**src/des_pkg.sv**
```systemverilog
`default_nettype none

package des_pkg;

  typedef logic [63:0] block_t;
  typedef logic [31:0] half_t;
  typedef logic [47:0] subkey_t;
  typedef logic [27:0] key_half_t;
  typedef logic [4:0]  round_t;

  typedef struct packed {
    half_t l;
    half_t r;
  } lr_t;

  typedef struct packed {
    block_t message;
    block_t key;
  } ofb_req_t;

  localparam int NUM_ROUNDS = 16;

  // all tables use FIPS 46 numbering, bit 1 is the msb
  localparam int IP_TABLE [64] = '{
    58, 50, 42, 34, 26, 18, 10, 2, 60, 52, 44, 36, 28, 20, 12, 4,
    62, 54, 46, 38, 30, 22, 14, 6, 64, 56, 48, 40, 32, 24, 16, 8,
    57, 49, 41, 33, 25, 17, 9, 1, 59, 51, 43, 35, 27, 19, 11, 3,
    61, 53, 45, 37, 29, 21, 13, 5, 63, 55, 47, 39, 31, 23, 15, 7};

  localparam int FP_TABLE [64] = '{
    40, 8, 48, 16, 56, 24, 64, 32, 39, 7, 47, 15, 55, 23, 63, 31,
    38, 6, 46, 14, 54, 22, 62, 30, 37, 5, 45, 13, 53, 21, 61, 29,
    36, 4, 44, 12, 52, 20, 60, 28, 35, 3, 43, 11, 51, 19, 59, 27,
    34, 2, 42, 10, 50, 18, 58, 26, 33, 1, 41, 9, 49, 17, 57, 25};

  localparam int E_TABLE [48] = '{
    32, 1, 2, 3, 4, 5, 4, 5, 6, 7, 8, 9, 8, 9, 10, 11,
    12, 13, 12, 13, 14, 15, 16, 17, 16, 17, 18, 19, 20, 21, 20, 21,
    22, 23, 24, 25, 24, 25, 26, 27, 28, 29, 28, 29, 30, 31, 32, 1};

  localparam int P_TABLE [32] = '{
    16, 7, 20, 21, 29, 12, 28, 17, 1, 15, 23, 26, 5, 18, 31, 10,
    2, 8, 24, 14, 32, 27, 3, 9, 19, 13, 30, 6, 22, 11, 4, 25};

  // first 28 entries feed C, the rest feed D
  localparam int PC1_TABLE [56] = '{
    57, 49, 41, 33, 25, 17, 9, 1, 58, 50, 42, 34, 26, 18,
    10, 2, 59, 51, 43, 35, 27, 19, 11, 3, 60, 52, 44, 36,
    63, 55, 47, 39, 31, 23, 15, 7, 62, 54, 46, 38, 30, 22,
    14, 6, 61, 53, 45, 37, 29, 21, 13, 5, 28, 20, 12, 4};

  localparam int PC2_TABLE [48] = '{
    14, 17, 11, 24, 1, 5, 3, 28, 15, 6, 21, 10, 23, 19, 12, 4,
    26, 8, 16, 7, 27, 20, 13, 2, 41, 52, 31, 37, 47, 55, 30, 40,
    51, 45, 33, 48, 44, 49, 39, 56, 34, 53, 46, 42, 50, 36, 29, 32};

  // left shift per encryption round, round 1 first
  localparam int SHIFT_TABLE [16] = '{1, 1, 2, 2, 2, 2, 2, 2, 1, 2, 2, 2, 2, 2, 2, 1};

  // indexed by {row, column}, row taken from the outer bits of the group
  localparam int SBOX_TABLE [8][64] = '{
    '{14, 4, 13, 1, 2, 15, 11, 8, 3, 10, 6, 12, 5, 9, 0, 7,
      0, 15, 7, 4, 14, 2, 13, 1, 10, 6, 12, 11, 9, 5, 3, 8,
      4, 1, 14, 8, 13, 6, 2, 11, 15, 12, 9, 7, 3, 10, 5, 0,
      15, 12, 8, 2, 4, 9, 1, 7, 5, 11, 3, 14, 10, 0, 6, 13},
    '{15, 1, 8, 14, 6, 11, 3, 4, 9, 7, 2, 13, 12, 0, 5, 10,
      3, 13, 4, 7, 15, 2, 8, 14, 12, 0, 1, 10, 6, 9, 11, 5,
      0, 14, 7, 11, 10, 4, 13, 1, 5, 8, 12, 6, 9, 3, 2, 15,
      13, 8, 10, 1, 3, 15, 4, 2, 11, 6, 7, 12, 0, 5, 14, 9},
    '{10, 0, 9, 14, 6, 3, 15, 5, 1, 13, 12, 7, 11, 4, 2, 8,
      13, 7, 0, 9, 3, 4, 6, 10, 2, 8, 5, 14, 12, 11, 15, 1,
      13, 6, 4, 9, 8, 15, 3, 0, 11, 1, 2, 12, 5, 10, 14, 7,
      1, 10, 13, 0, 6, 9, 8, 7, 4, 15, 14, 3, 11, 5, 2, 12},
    '{7, 13, 14, 3, 0, 6, 9, 10, 1, 2, 8, 5, 11, 12, 4, 15,
      13, 8, 11, 5, 6, 15, 0, 3, 4, 7, 2, 12, 1, 10, 14, 9,
      10, 6, 9, 0, 12, 11, 7, 13, 15, 1, 3, 14, 5, 2, 8, 4,
      3, 15, 0, 6, 10, 1, 13, 8, 9, 4, 5, 11, 12, 7, 2, 14},
    '{2, 12, 4, 1, 7, 10, 11, 6, 8, 5, 3, 15, 13, 0, 14, 9,
      14, 11, 2, 12, 4, 7, 13, 1, 5, 0, 15, 10, 3, 9, 8, 6,
      4, 2, 1, 11, 10, 13, 7, 8, 15, 9, 12, 5, 6, 3, 0, 14,
      11, 8, 12, 7, 1, 14, 2, 13, 6, 15, 0, 9, 10, 4, 5, 3},
    '{12, 1, 10, 15, 9, 2, 6, 8, 0, 13, 3, 4, 14, 7, 5, 11,
      10, 15, 4, 2, 7, 12, 9, 5, 6, 1, 13, 14, 0, 11, 3, 8,
      9, 14, 15, 5, 2, 8, 12, 3, 7, 0, 4, 10, 1, 13, 11, 6,
      4, 3, 2, 12, 9, 5, 15, 10, 11, 14, 1, 7, 6, 0, 8, 13},
    '{4, 11, 2, 14, 15, 0, 8, 13, 3, 12, 9, 7, 5, 10, 6, 1,
      13, 0, 11, 7, 4, 9, 1, 10, 14, 3, 5, 12, 2, 15, 8, 6,
      1, 4, 11, 13, 12, 3, 7, 14, 10, 15, 6, 8, 0, 5, 9, 2,
      6, 11, 13, 8, 1, 4, 10, 7, 9, 5, 0, 15, 14, 2, 3, 12},
    '{13, 2, 8, 4, 6, 15, 11, 1, 10, 9, 3, 14, 5, 0, 12, 7,
      1, 15, 13, 8, 10, 3, 7, 4, 12, 5, 6, 11, 0, 14, 9, 2,
      7, 11, 4, 1, 9, 12, 14, 2, 0, 6, 10, 13, 15, 3, 5, 8,
      2, 1, 14, 7, 4, 10, 8, 13, 15, 12, 9, 0, 3, 5, 6, 11}};

endpackage

`default_nettype wire

```
**src/des_f_function.sv**
```systemverilog
`default_nettype none
`timescale 1ns/100ps

module des_f_function (
  input  des_pkg::half_t   r,
  input  des_pkg::subkey_t subkey,
  output des_pkg::half_t   f_out
);

  logic [47:0]    expanded;
  logic [47:0]    mixed;
  logic [5:0]     group [8];
  des_pkg::half_t sbox_out;

  // expansion to 48 bits
  always_comb
  begin
    for (int i = 0; i < 48; i++)
      expanded[47 - i] = r[32 - des_pkg::E_TABLE[i]];
  end

  assign mixed = expanded ^ subkey;

  // group 0 is the top six bits and goes to S1
  always_comb
  begin
    for (int b = 0; b < 8; b++)
    begin
      group[b] = mixed[47 - 6 * b -: 6];
      sbox_out[31 - 4 * b -: 4] =
        4'(des_pkg::SBOX_TABLE[b][{group[b][5], group[b][0], group[b][4:1]}]);
    end
  end

  always_comb
  begin
    for (int i = 0; i < 32; i++)
      f_out[31 - i] = sbox_out[32 - des_pkg::P_TABLE[i]];
  end

endmodule

`default_nettype wire

```
**src/des_key_schedule.sv**
```systemverilog
`default_nettype none
`timescale 1ns/100ps

module des_key_schedule (
  input  logic              clk,
  input  logic              rst_n,
  input  logic              load,
  input  des_pkg::block_t   key,
  input  des_pkg::round_t   round,
  output des_pkg::subkey_t  subkey
);

  des_pkg::key_half_t c;
  des_pkg::key_half_t d;
  logic [55:0]        pc1_out;
  logic [55:0]        cd;
  logic               rot2;

  always_comb
  begin
    for (int i = 0; i < 56; i++)
      pc1_out[55 - i] = key[64 - des_pkg::PC1_TABLE[i]];
  end

  assign cd = {c, d};

  always_comb
  begin
    for (int i = 0; i < 48; i++)
      subkey[47 - i] = cd[56 - des_pkg::PC2_TABLE[i]];
  end

  // undo the shift of the round being unwound, last round first
  assign rot2 = des_pkg::SHIFT_TABLE[4'(des_pkg::NUM_ROUNDS - 1) - round[3:0]] == 2;

  // PC-1 output equals C16/D16, since the total left shift is 28
  always_ff @(posedge clk)
  begin
    if (!rst_n)
    begin
      c <= '0;
      d <= '0;
    end
    else if (load)
    begin
      c <= pc1_out[55:28];
      d <= pc1_out[27:0];
    end
    else if (round < 5'(des_pkg::NUM_ROUNDS))
    begin
      if (rot2)
      begin
        c <= {c[1:0], c[27:2]};
        d <= {d[1:0], d[27:2]};
      end
      else
      begin
        c <= {c[0], c[27:1]};
        d <= {d[0], d[27:1]};
      end
    end
  end

endmodule

`default_nettype wire

```
**src/des_round_engine.sv**
```systemverilog
`default_nettype none
`timescale 1ns/100ps

module des_round_engine (
  input  logic             clk,
  input  logic             rst_n,
  input  logic             engine_start,
  input  des_pkg::block_t  engine_block,
  input  des_pkg::block_t  engine_key,
  output des_pkg::block_t  keystream,
  output logic             engine_done
);

  des_pkg::lr_t     lr;
  des_pkg::round_t  round;
  logic             active;
  logic             last;
  des_pkg::block_t  ip_out;
  des_pkg::block_t  swapped;
  des_pkg::subkey_t subkey;
  des_pkg::half_t   f_out;

  des_key_schedule u_key_schedule (
    .clk    (clk),
    .rst_n  (rst_n),
    .load   (engine_start),
    .key    (engine_key),
    .round  (round),
    .subkey (subkey)
  );

  des_f_function u_f_function (
    .r      (lr.r),
    .subkey (subkey),
    .f_out  (f_out)
  );

  always_comb
  begin
    for (int i = 0; i < 64; i++)
      ip_out[63 - i] = engine_block[64 - des_pkg::IP_TABLE[i]];
  end

  // R16 L16 order before the final permutation
  assign swapped = {lr.r, lr.l};

  always_comb
  begin
    for (int i = 0; i < 64; i++)
      keystream[63 - i] = swapped[64 - des_pkg::FP_TABLE[i]];
  end

  assign last        = round == 5'(des_pkg::NUM_ROUNDS);
  assign engine_done = active && last;

  // idle parks the counter at the last round so the key schedule holds still
  always_ff @(posedge clk)
  begin
    if (!rst_n)
    begin
      active <= 1'b0;
      round  <= 5'(des_pkg::NUM_ROUNDS);
    end
    else if (engine_start)
    begin
      active <= 1'b1;
      round  <= '0;
    end
    else if (engine_done)
    begin
      active <= 1'b0;
    end
    else if (active)
    begin
      round <= round + 5'd1;
    end
  end

  always_ff @(posedge clk)
  begin
    if (engine_start)
      lr <= ip_out;
    else if (active && !last)
    begin
      lr.l <= lr.r;
      lr.r <= lr.l ^ f_out;
    end
  end

  // a new block must not restart the rounds of one in flight
  a_start_only_when_idle: assert property (
    @(posedge clk) disable iff (!rst_n) engine_start |-> !active);

endmodule

`default_nettype wire

```
**src/ofb_input_stage.sv**
```systemverilog
`default_nettype none
`timescale 1ns/100ps

module ofb_input_stage (
  input  logic              clk,
  input  logic              rst_n,
  input  logic              start,
  input  des_pkg::ofb_req_t req,
  input  logic              load_iv,
  input  des_pkg::block_t   iv,
  input  logic              engine_done,
  input  des_pkg::block_t   keystream,
  output logic              engine_start,
  output des_pkg::block_t   engine_block,
  output des_pkg::block_t   engine_key,
  output des_pkg::block_t   held_message
);

  logic              busy;
  logic              accept_iv;
  logic              accept_start;
  des_pkg::block_t   feedback;
  des_pkg::ofb_req_t req_q;

  // an iv load wins over a start in the same idle cycle
  assign accept_iv    = load_iv && !busy;
  assign accept_start = start && !busy && !load_iv;

  always_ff @(posedge clk)
  begin
    if (!rst_n)
    begin
      busy         <= 1'b0;
      engine_start <= 1'b0;
      feedback     <= '0;
    end
    else
    begin
      engine_start <= accept_start;
      if (accept_start)
        busy <= 1'b1;
      else if (engine_done)
        busy <= 1'b0;
      // keystream of the finished block chains into the next one
      if (accept_iv)
        feedback <= iv;
      else if (engine_done)
        feedback <= keystream;
    end
  end

  always_ff @(posedge clk)
  begin
    if (accept_start)
      req_q <= req;
  end

  assign engine_block = feedback;
  assign engine_key   = req_q.key;
  assign held_message = req_q.message;

  a_done_only_when_busy: assert property (
    @(posedge clk) disable iff (!rst_n) engine_done |-> busy);

endmodule

`default_nettype wire

```
**src/ofb_output_stage.sv**
```systemverilog
`default_nettype none
`timescale 1ns/100ps

module ofb_output_stage (
  input  logic            clk,
  input  logic            rst_n,
  input  logic            engine_done,
  input  des_pkg::block_t keystream,
  input  des_pkg::block_t held_message,
  output des_pkg::block_t ciphertext,
  output logic            ct_valid
);

  always_ff @(posedge clk)
  begin
    if (!rst_n)
    begin
      ct_valid   <= 1'b0;
      ciphertext <= '0;
    end
    else
    begin
      ct_valid <= engine_done;
      // message is held by the input stage until the block ends
      if (engine_done)
        ciphertext <= held_message ^ keystream;
    end
  end

  a_valid_single_pulse: assert property (
    @(posedge clk) disable iff (!rst_n) ct_valid |=> !ct_valid);

endmodule

`default_nettype wire

```
**src/ofb_des_top.sv**
```systemverilog
`default_nettype none
`timescale 1ns/100ps

module ofb_des_top (
  input  logic              clk,
  input  logic              rst_n,
  input  logic              start,
  input  des_pkg::ofb_req_t req,
  input  logic              load_iv,
  input  des_pkg::block_t   iv,
  output des_pkg::block_t   ciphertext,
  output logic              ct_valid
);

  logic            engine_start;
  logic            engine_done;
  des_pkg::block_t engine_block;
  des_pkg::block_t engine_key;
  des_pkg::block_t held_message;
  des_pkg::block_t keystream;

  ofb_input_stage u_input_stage (
    .clk          (clk),
    .rst_n        (rst_n),
    .start        (start),
    .req          (req),
    .load_iv      (load_iv),
    .iv           (iv),
    .engine_done  (engine_done),
    .keystream    (keystream),
    .engine_start (engine_start),
    .engine_block (engine_block),
    .engine_key   (engine_key),
    .held_message (held_message)
  );

  des_round_engine u_round_engine (
    .clk          (clk),
    .rst_n        (rst_n),
    .engine_start (engine_start),
    .engine_block (engine_block),
    .engine_key   (engine_key),
    .keystream    (keystream),
    .engine_done  (engine_done)
  );

  ofb_output_stage u_output_stage (
    .clk          (clk),
    .rst_n        (rst_n),
    .engine_done  (engine_done),
    .keystream    (keystream),
    .held_message (held_message),
    .ciphertext   (ciphertext),
    .ct_valid     (ct_valid)
  );

endmodule

`default_nettype wire

```
**config.mk**
```make
export PLATFORM = sky130hd
export DESIGN_NAME = ofb_des_top
export DESIGN_NICKNAME = d
export VERILOG_FILES = /design/src/des_pkg.sv /design/src/des_f_function.sv /design/src/des_key_schedule.sv /design/src/des_round_engine.sv /design/src/ofb_input_stage.sv /design/src/ofb_output_stage.sv /design/src/ofb_des_top.sv
export SDC_FILE = /design/constraint.sdc
export NUM_CORES = 1
export LEC_CHECK = 0
export ABC_AREA = 1
export BUFFER_PORTS_ARGS = -buffer_cell sky130_fd_sc_hd__buf_2
export CORE_UTILIZATION = 59
export DETAILED_ROUTE_END_ITERATION = 6
export HOLD_SLACK_MARGIN = 0.06
export PLACE_DENSITY = 0.8
export REMOVE_ABC_BUFFERS = 1
export SLEW_MARGIN = 40
export SYNTH_ARGS = -nofsm -noshare
export SYNTH_HDL_FRONTEND = slang
export SYNTH_HIERARCHICAL = 1
export SYNTH_SLANG_ARGS = --single-unit
```
**constraint.sdc**
```tcl
create_clock -name clk -period 7.3 [get_ports clk]
set_clock_uncertainty 0.2 [all_clocks]
set_input_delay 0 -clock clk [delete_from_list [all_inputs] [get_ports clk]]
set_output_delay 0 -clock clk [all_outputs]
set_load 0.1 [all_outputs]
```
* Word-level counts from Yosys, hierarchy flattened
Memories as Yosys holds them, arrays and structs flattened. Cells that the tools add are included.
Cells by class: $add $sub $neg 2, muxes and demuxes 34, equality and inequality tests 3, $lt $le $gt $ge 10, reduce and logical (&&, ||, !) cells 17, bitwise operators 14
Operators by type and width (number):
- 2-to-1 mux 64 bit | 4
- 2-to-1 mux 28 bit | 6
- 2-to-1 mux 32 bit | 2
- 2-to-1 mux 4 bit | 16
- bitwise XOR 64 bit | 1
- greater-or-equal comparator 7 bit, second input constant | 8
- NOT 6 -> 7 bit | 8
- bitwise XOR 48 bit | 1
- equality test 32 x 3 -> 1 bit, second input constant | 1
- bitwise XOR 32 bit | 1
- 2-to-1 mux 5 bit | 3
- nonzero test 2 bit | 6
- adder 5 x 1 -> 5 bit, second input constant | 1
- equality test 5 bit, second input constant | 1
- greater-or-equal comparator 5 bit, second input constant | 1
- logical AND 1 bit | 5
- less-than comparator 5 bit, second input constant | 1
- NOT 4 -> 5 bit | 1
- AND reduction 2 bit | 2
- subtractor 4 bit, first input constant | 1
- logical NOT 1 bit | 3
- 2-to-1 mux 1 bit | 3
- != test 2 bit, second input constant | 1
- NOT 1 bit | 2
- OR reduction 2 bit | 1
Storage, ports and cells: flip-flop bits (word level) 385, input bits 196, memory bits (read-only) 16896, memories 9
Memories:
- (no name shown) | words 64, width 32, rd ports 1, clocked after memory_dff 0, wr ports 0, RTL line des_f_function.sv:31 | 4'(des_pkg::SBOX_TABLE[b][{group[b][5], group[b][0], group[b][4:1]}]);
- (no name shown) | words 64, width 32, rd ports 1, clocked after memory_dff 0, wr ports 0, RTL line des_f_function.sv:31
- (no name shown) | words 64, width 32, rd ports 1, clocked after memory_dff 0, wr ports 0, RTL line des_f_function.sv:31
- (no name shown) | words 64, width 32, rd ports 1, clocked after memory_dff 0, wr ports 0, RTL line des_f_function.sv:31
- (no name shown) | words 64, width 32, rd ports 1, clocked after memory_dff 0, wr ports 0, RTL line des_f_function.sv:31
- (no name shown) | words 64, width 32, rd ports 1, clocked after memory_dff 0, wr ports 0, RTL line des_f_function.sv:31
- +3 memories

* Logic depth before layout (Yosys ltp)
depth in word-level cells 9, gate-level depth with buffers 16, mapped depth without buffers 15

* Hierarchy
The synthesis kept the hierarchy.
Modules (own cells, without submodules):
- ofb_input_stage | times used 1, area each 7385.8 um2, cells each 701
- des_f_function | times used 1, area each 5446.5 um2, cells each 1127
- des_key_schedule | times used 1, area each 3683.5 um2, cells each 601
- ofb_output_stage | times used 1, area each 3661.0 um2, cells each 664
- des_round_engine | times used 1, area each 3265.6 um2, cells each 320

* Least setup slack after synthesis
Ideal clock, no wire load.
kind register to register, start point register u_input_stage.busy, end point register u_input_stage.req_q (netlist bit u_input_stage/engine_key[0]), enable pin, arrival 2.974 ns, buffers on the path 0, path slack 3.645 ns, period minus slack after synthesis 3.655 ns, cell stages (with the launch flop) 4, data required time 6.619 ns, path through dfxtp_1 nor2_1 nand2_1 inv_1
Between the ends: longest elaborated chain between the ends 3
Ends and longest elaborated chain:
- from (decl) | RTL line ofb_input_stage.sv:19 | logic busy;
- from (signal assigned) | RTL line ofb_input_stage.sv:33 | busy <= 1'b0;
- from (signal assigned) | RTL line ofb_input_stage.sv:41 | busy <= 1'b1;
- from (signal assigned) | RTL line ofb_input_stage.sv:43 | busy <= 1'b0;
- logical NOT 1 bit | RTL line ofb_input_stage.sv:27 | assign accept_start = start && !busy && !load_iv;
- logical AND 1 bit (2 in series) | RTL line ofb_input_stage.sv:27
- named net u_input_stage.accept_start | RTL line ofb_input_stage.sv:21 | logic accept_start;
- to (signal assigned) | RTL line ofb_input_stage.sv:55 | req_q <= req;
- to (decl) | RTL line ofb_input_stage.sv:23 | des_pkg::ofb_req_t req_q;
The timed path passes the listed nets, and every way through them passes these cells. A chain may end at the register's enable or synchronous reset.

* Worst setup path after layout
start point register u_round_engine.round[0], end point register u_input_stage.feedback[7] (netlist: u_input_stage/engine_block[7])
Between the ends: longest elaborated chain between the ends 3
Ends and longest elaborated chain:
- from (decl) | RTL line des_round_engine.sv:15 | des_pkg::round_t round;
- from (signal assigned) | RTL line des_round_engine.sv:62 | round <= 5'(des_pkg::NUM_ROUNDS);
- from (signal assigned) | RTL line des_round_engine.sv:75 | round <= round + 5'd1;
- equality test 5 bit | RTL line des_round_engine.sv:53 | assign last = round == 5'(des_pkg::NUM_ROUNDS);
- logical AND 1 bit | RTL line des_round_engine.sv:54 | assign engine_done = active && last;
- named net engine_done | RTL line ofb_des_top.sv:16 | logic engine_done;
- nonzero test 2 bit (no line)
- to (signal assigned) | RTL line ofb_input_stage.sv:46 | feedback <= iv;
- to (signal assigned) | RTL line ofb_input_stage.sv:48 | feedback <= keystream;
- to (decl) | RTL line ofb_input_stage.sv:22 | des_pkg::block_t feedback;
The timed path passes the listed nets, and every way through them passes these cells.

==> run metrics <==
period utilisation layout=0.423; via count=24500; DRT iter0 DRCs=3177; Setup-failing EPs final=0; post-route setup slack=4210 ps; Worst Hold Class=input port to flip-flop; number of cells on the critical path=12; Starting Density=0.599; Logic pwr share=0.241; IO Count=261; Die W=200 um; clock latency on the worst-skew pair=570 ps; critical path launch point type=flip-flop; failing checks=design-rule violations; die area=40100 um2; final wirelength=76300 um; Worst-path clk slew=60 ps; Max stage delay on crit path=680 ps; Total Nets Final=4114; Final Slew Violations=0; antenna-violating nets left=0; core footprint=38700 um2; Clock power frac=0.356; CP required=7580 ps; DP Cell Count=3999; Setup TNS=0 ps; P&R area growth vs syn=24.8%; Total GRT Usage=0.374; 1st-pass router iterations=7; P_sw=1.97 mW; Port-buffer cells=252; Setup crit end kind=flip-flop; pre-CTS WS=4350 ps; FF-to-FF End=u_input_stage/engine_block[7]$_SDFFE_PN0P_; Avg Synthesized Cell Area=6.81 um2; Die Ht=200 um; part of the power in registers=0.403; CP Capture Point=u_input_stage/engine_block[7]$_SDFFE_PN0P_; leakage dissipation=14.1 nW; clk buf depth=3; Peak Freq=324 MHz; post-CTS setup buffer count=0; Sw Share=0.320; drt drc=1; wire per inst=17.3 um; Finished Layout Cells=4406; Slew HR=0.410; TritonCTS Buffers=42; vias in the first global route=23800; initial antenna violation count=1; min Tclk post-route=3090 ps; Pint=4.19 mW; share of layout cells above drive strength 1=0.0993; Ys Warns=6; pwr dens=213 nW/um2; Max VDD drop=183 uV; worst slew pin tran=885 ps; pin count of the biggest net entering global routing=79; critical path class=flip-flop to flip-flop; final hold violation count=0; crit-path cells=inv_1, ha_1, nand2_1, inv_1, nand2_1, nor2_4, buf_4, buf_12, inv_2, buf_4, nand3_1, a21oi_1; CTS tree=built; H-tree depth=2; status=finished, violations left; Worst path top cell family by delay=buffers and inverters; Buf/Inv on CP=6; Cells after Synth=3405; CTS root buf=clkbuf_16; Hold Slack=91.0 ps; Worst path slowest cell=buf_4; flop2flop setup slack=4210 ps; global-route wire length before repair=122000 um; max cap viols=0; worst setup path start=u_round_engine/round[0]$_SDFFE_PP0P_; Vias/cell=5.57; FF-to-FF path depth=12; cells resized by post-CTS repair=0; RSZ-0062 raised after global routing=false; R2R Path Start=u_round_engine/round[0]$_SDFFE_PP0P_; Critical Path AT=3370 ps; row cnt=72; HPWL Detailed=43400 um; Syn Std Cell Area=23200 um2; CP Max Fanout=65; CTS Sinks=377; GR Overflow Total=0; final RePlAce weighted congestion=0.889; hold buffer count at CTS=327
==> power groups by stage <==
stage | logic [mW] | registers, mW | clock network (mW)
after floorplan | 0.860 | 2.58 | 0
after global placement | 1.25 | 2.52 | 0
after detailed placement | 1.27 | 2.52 | 0
after CTS | 1.41 | 2.48 | 2.19
after global routing | 1.63 | 2.49 | 2.28
final | 1.48 | 2.48 | 2.19
==> per-stage QoR <==
step                cell area [um2]  total power, mW   util
floorplan                     22100             3.44      -
global placement              24200             3.76  0.624
detailed placement            24200             3.79  0.625
CTS                           28900             6.08  0.746
global route                  28900             6.40  0.747
finish                        28900             6.15  0.747
==> flip-flops by register name, summed over array words and instances (netlist names) <==
| register | flops |
|---|---|
| u_round_engine/keystream | 64 |
| u_round_engine/u_key_schedule/d | 28 |
| u_output_stage/ciphertext | 64 |
| u_output_stage/ct_valid | 1 |
| u_round_engine/active | 1 |
| u_input_stage/busy | 1 |
| u_input_stage/engine_block | 64 |
| u_input_stage/engine_start | 1 |
| u_round_engine/round | 5 |
| u_input_stage/held_message | 64 |
| u_round_engine/u_key_schedule/c | 28 |
| u_input_stage/engine_key | 56 |
==> per-layer routing <==
metal / routed length, um / track usage / vias to the layer above
li1: - / - / 11500
met1: 29800 / 0.463 / 11100
met2: 35800 / 0.623 / 1558
met3: 6740 / 0.0566 / 315
met4: 4010 / 0.212 / 0
met5: 0 / 0 / -
==> cell type report <==
| type | count | area [um2] |
|---|---|---|
| Tap cell | 518 | 648 |
| Multi-Input combinational cell | 2327 | 10900 |
| Fill cell | 2784 | 9790 |
| Clock inverter | 17 | 198 |
| Clock buffer | 60 | 1200 |
| Inverter | 508 | 1930 |
| Timing Repair Buffer | 598 | 4720 |
| Antenna cell | 1 | 2.50 |
| Sequential cell | 377 | 9390 |
==> worst min-delay path, delay by kind of cell <==
| family | cells | cell delay [ps] |
|---|---|---|
| simple gates | 1 | 90 |
| buf+inv | 2 | 730 |
==> cell usage in the layout (no fill, tap or decap), drive strengths merged <==
cell	count
nand2	1241
nand3	579
inv	506
dlygate4sd3	327
buf	271
dfxtp	193
edfxtp	184
nor2	145
a21oi	134
o21ai	97
ha	64
clkbuf	60
xnor2	53
clkinv	11
xor2	6
bufinv	5
clkinvlp	3
nand4	3
o211ai	2
diode	1
or2	1
nand3b	1
a21o	1
==> worst min-delay path by stage <==
stage / cells after the start / startpoint / slack (ps) / endpoint
5_1_grt: 3 / rst_n / 110 / u_round_engine/round[4]$_SDFFE_PN1P_
2_1_floorplan: 1 / rst_n / -130 / u_round_engine/round[4]$_SDFFE_PN1P_
3_3_place_gp: 1 / req[70] / -20 / u_input_stage/held_message[6]$_DFFE_PP_
3_5_place_dp: 1 / req[76] / -20 / u_input_stage/held_message[12]$_DFFE_PP_
6_report: 3 / rst_n / 90 / u_round_engine/round[4]$_SDFFE_PN1P_
4_1_cts: 3 / rst_n / 60 / u_round_engine/round[4]$_SDFFE_PN1P_
Power figures use the tool's default switching activity.
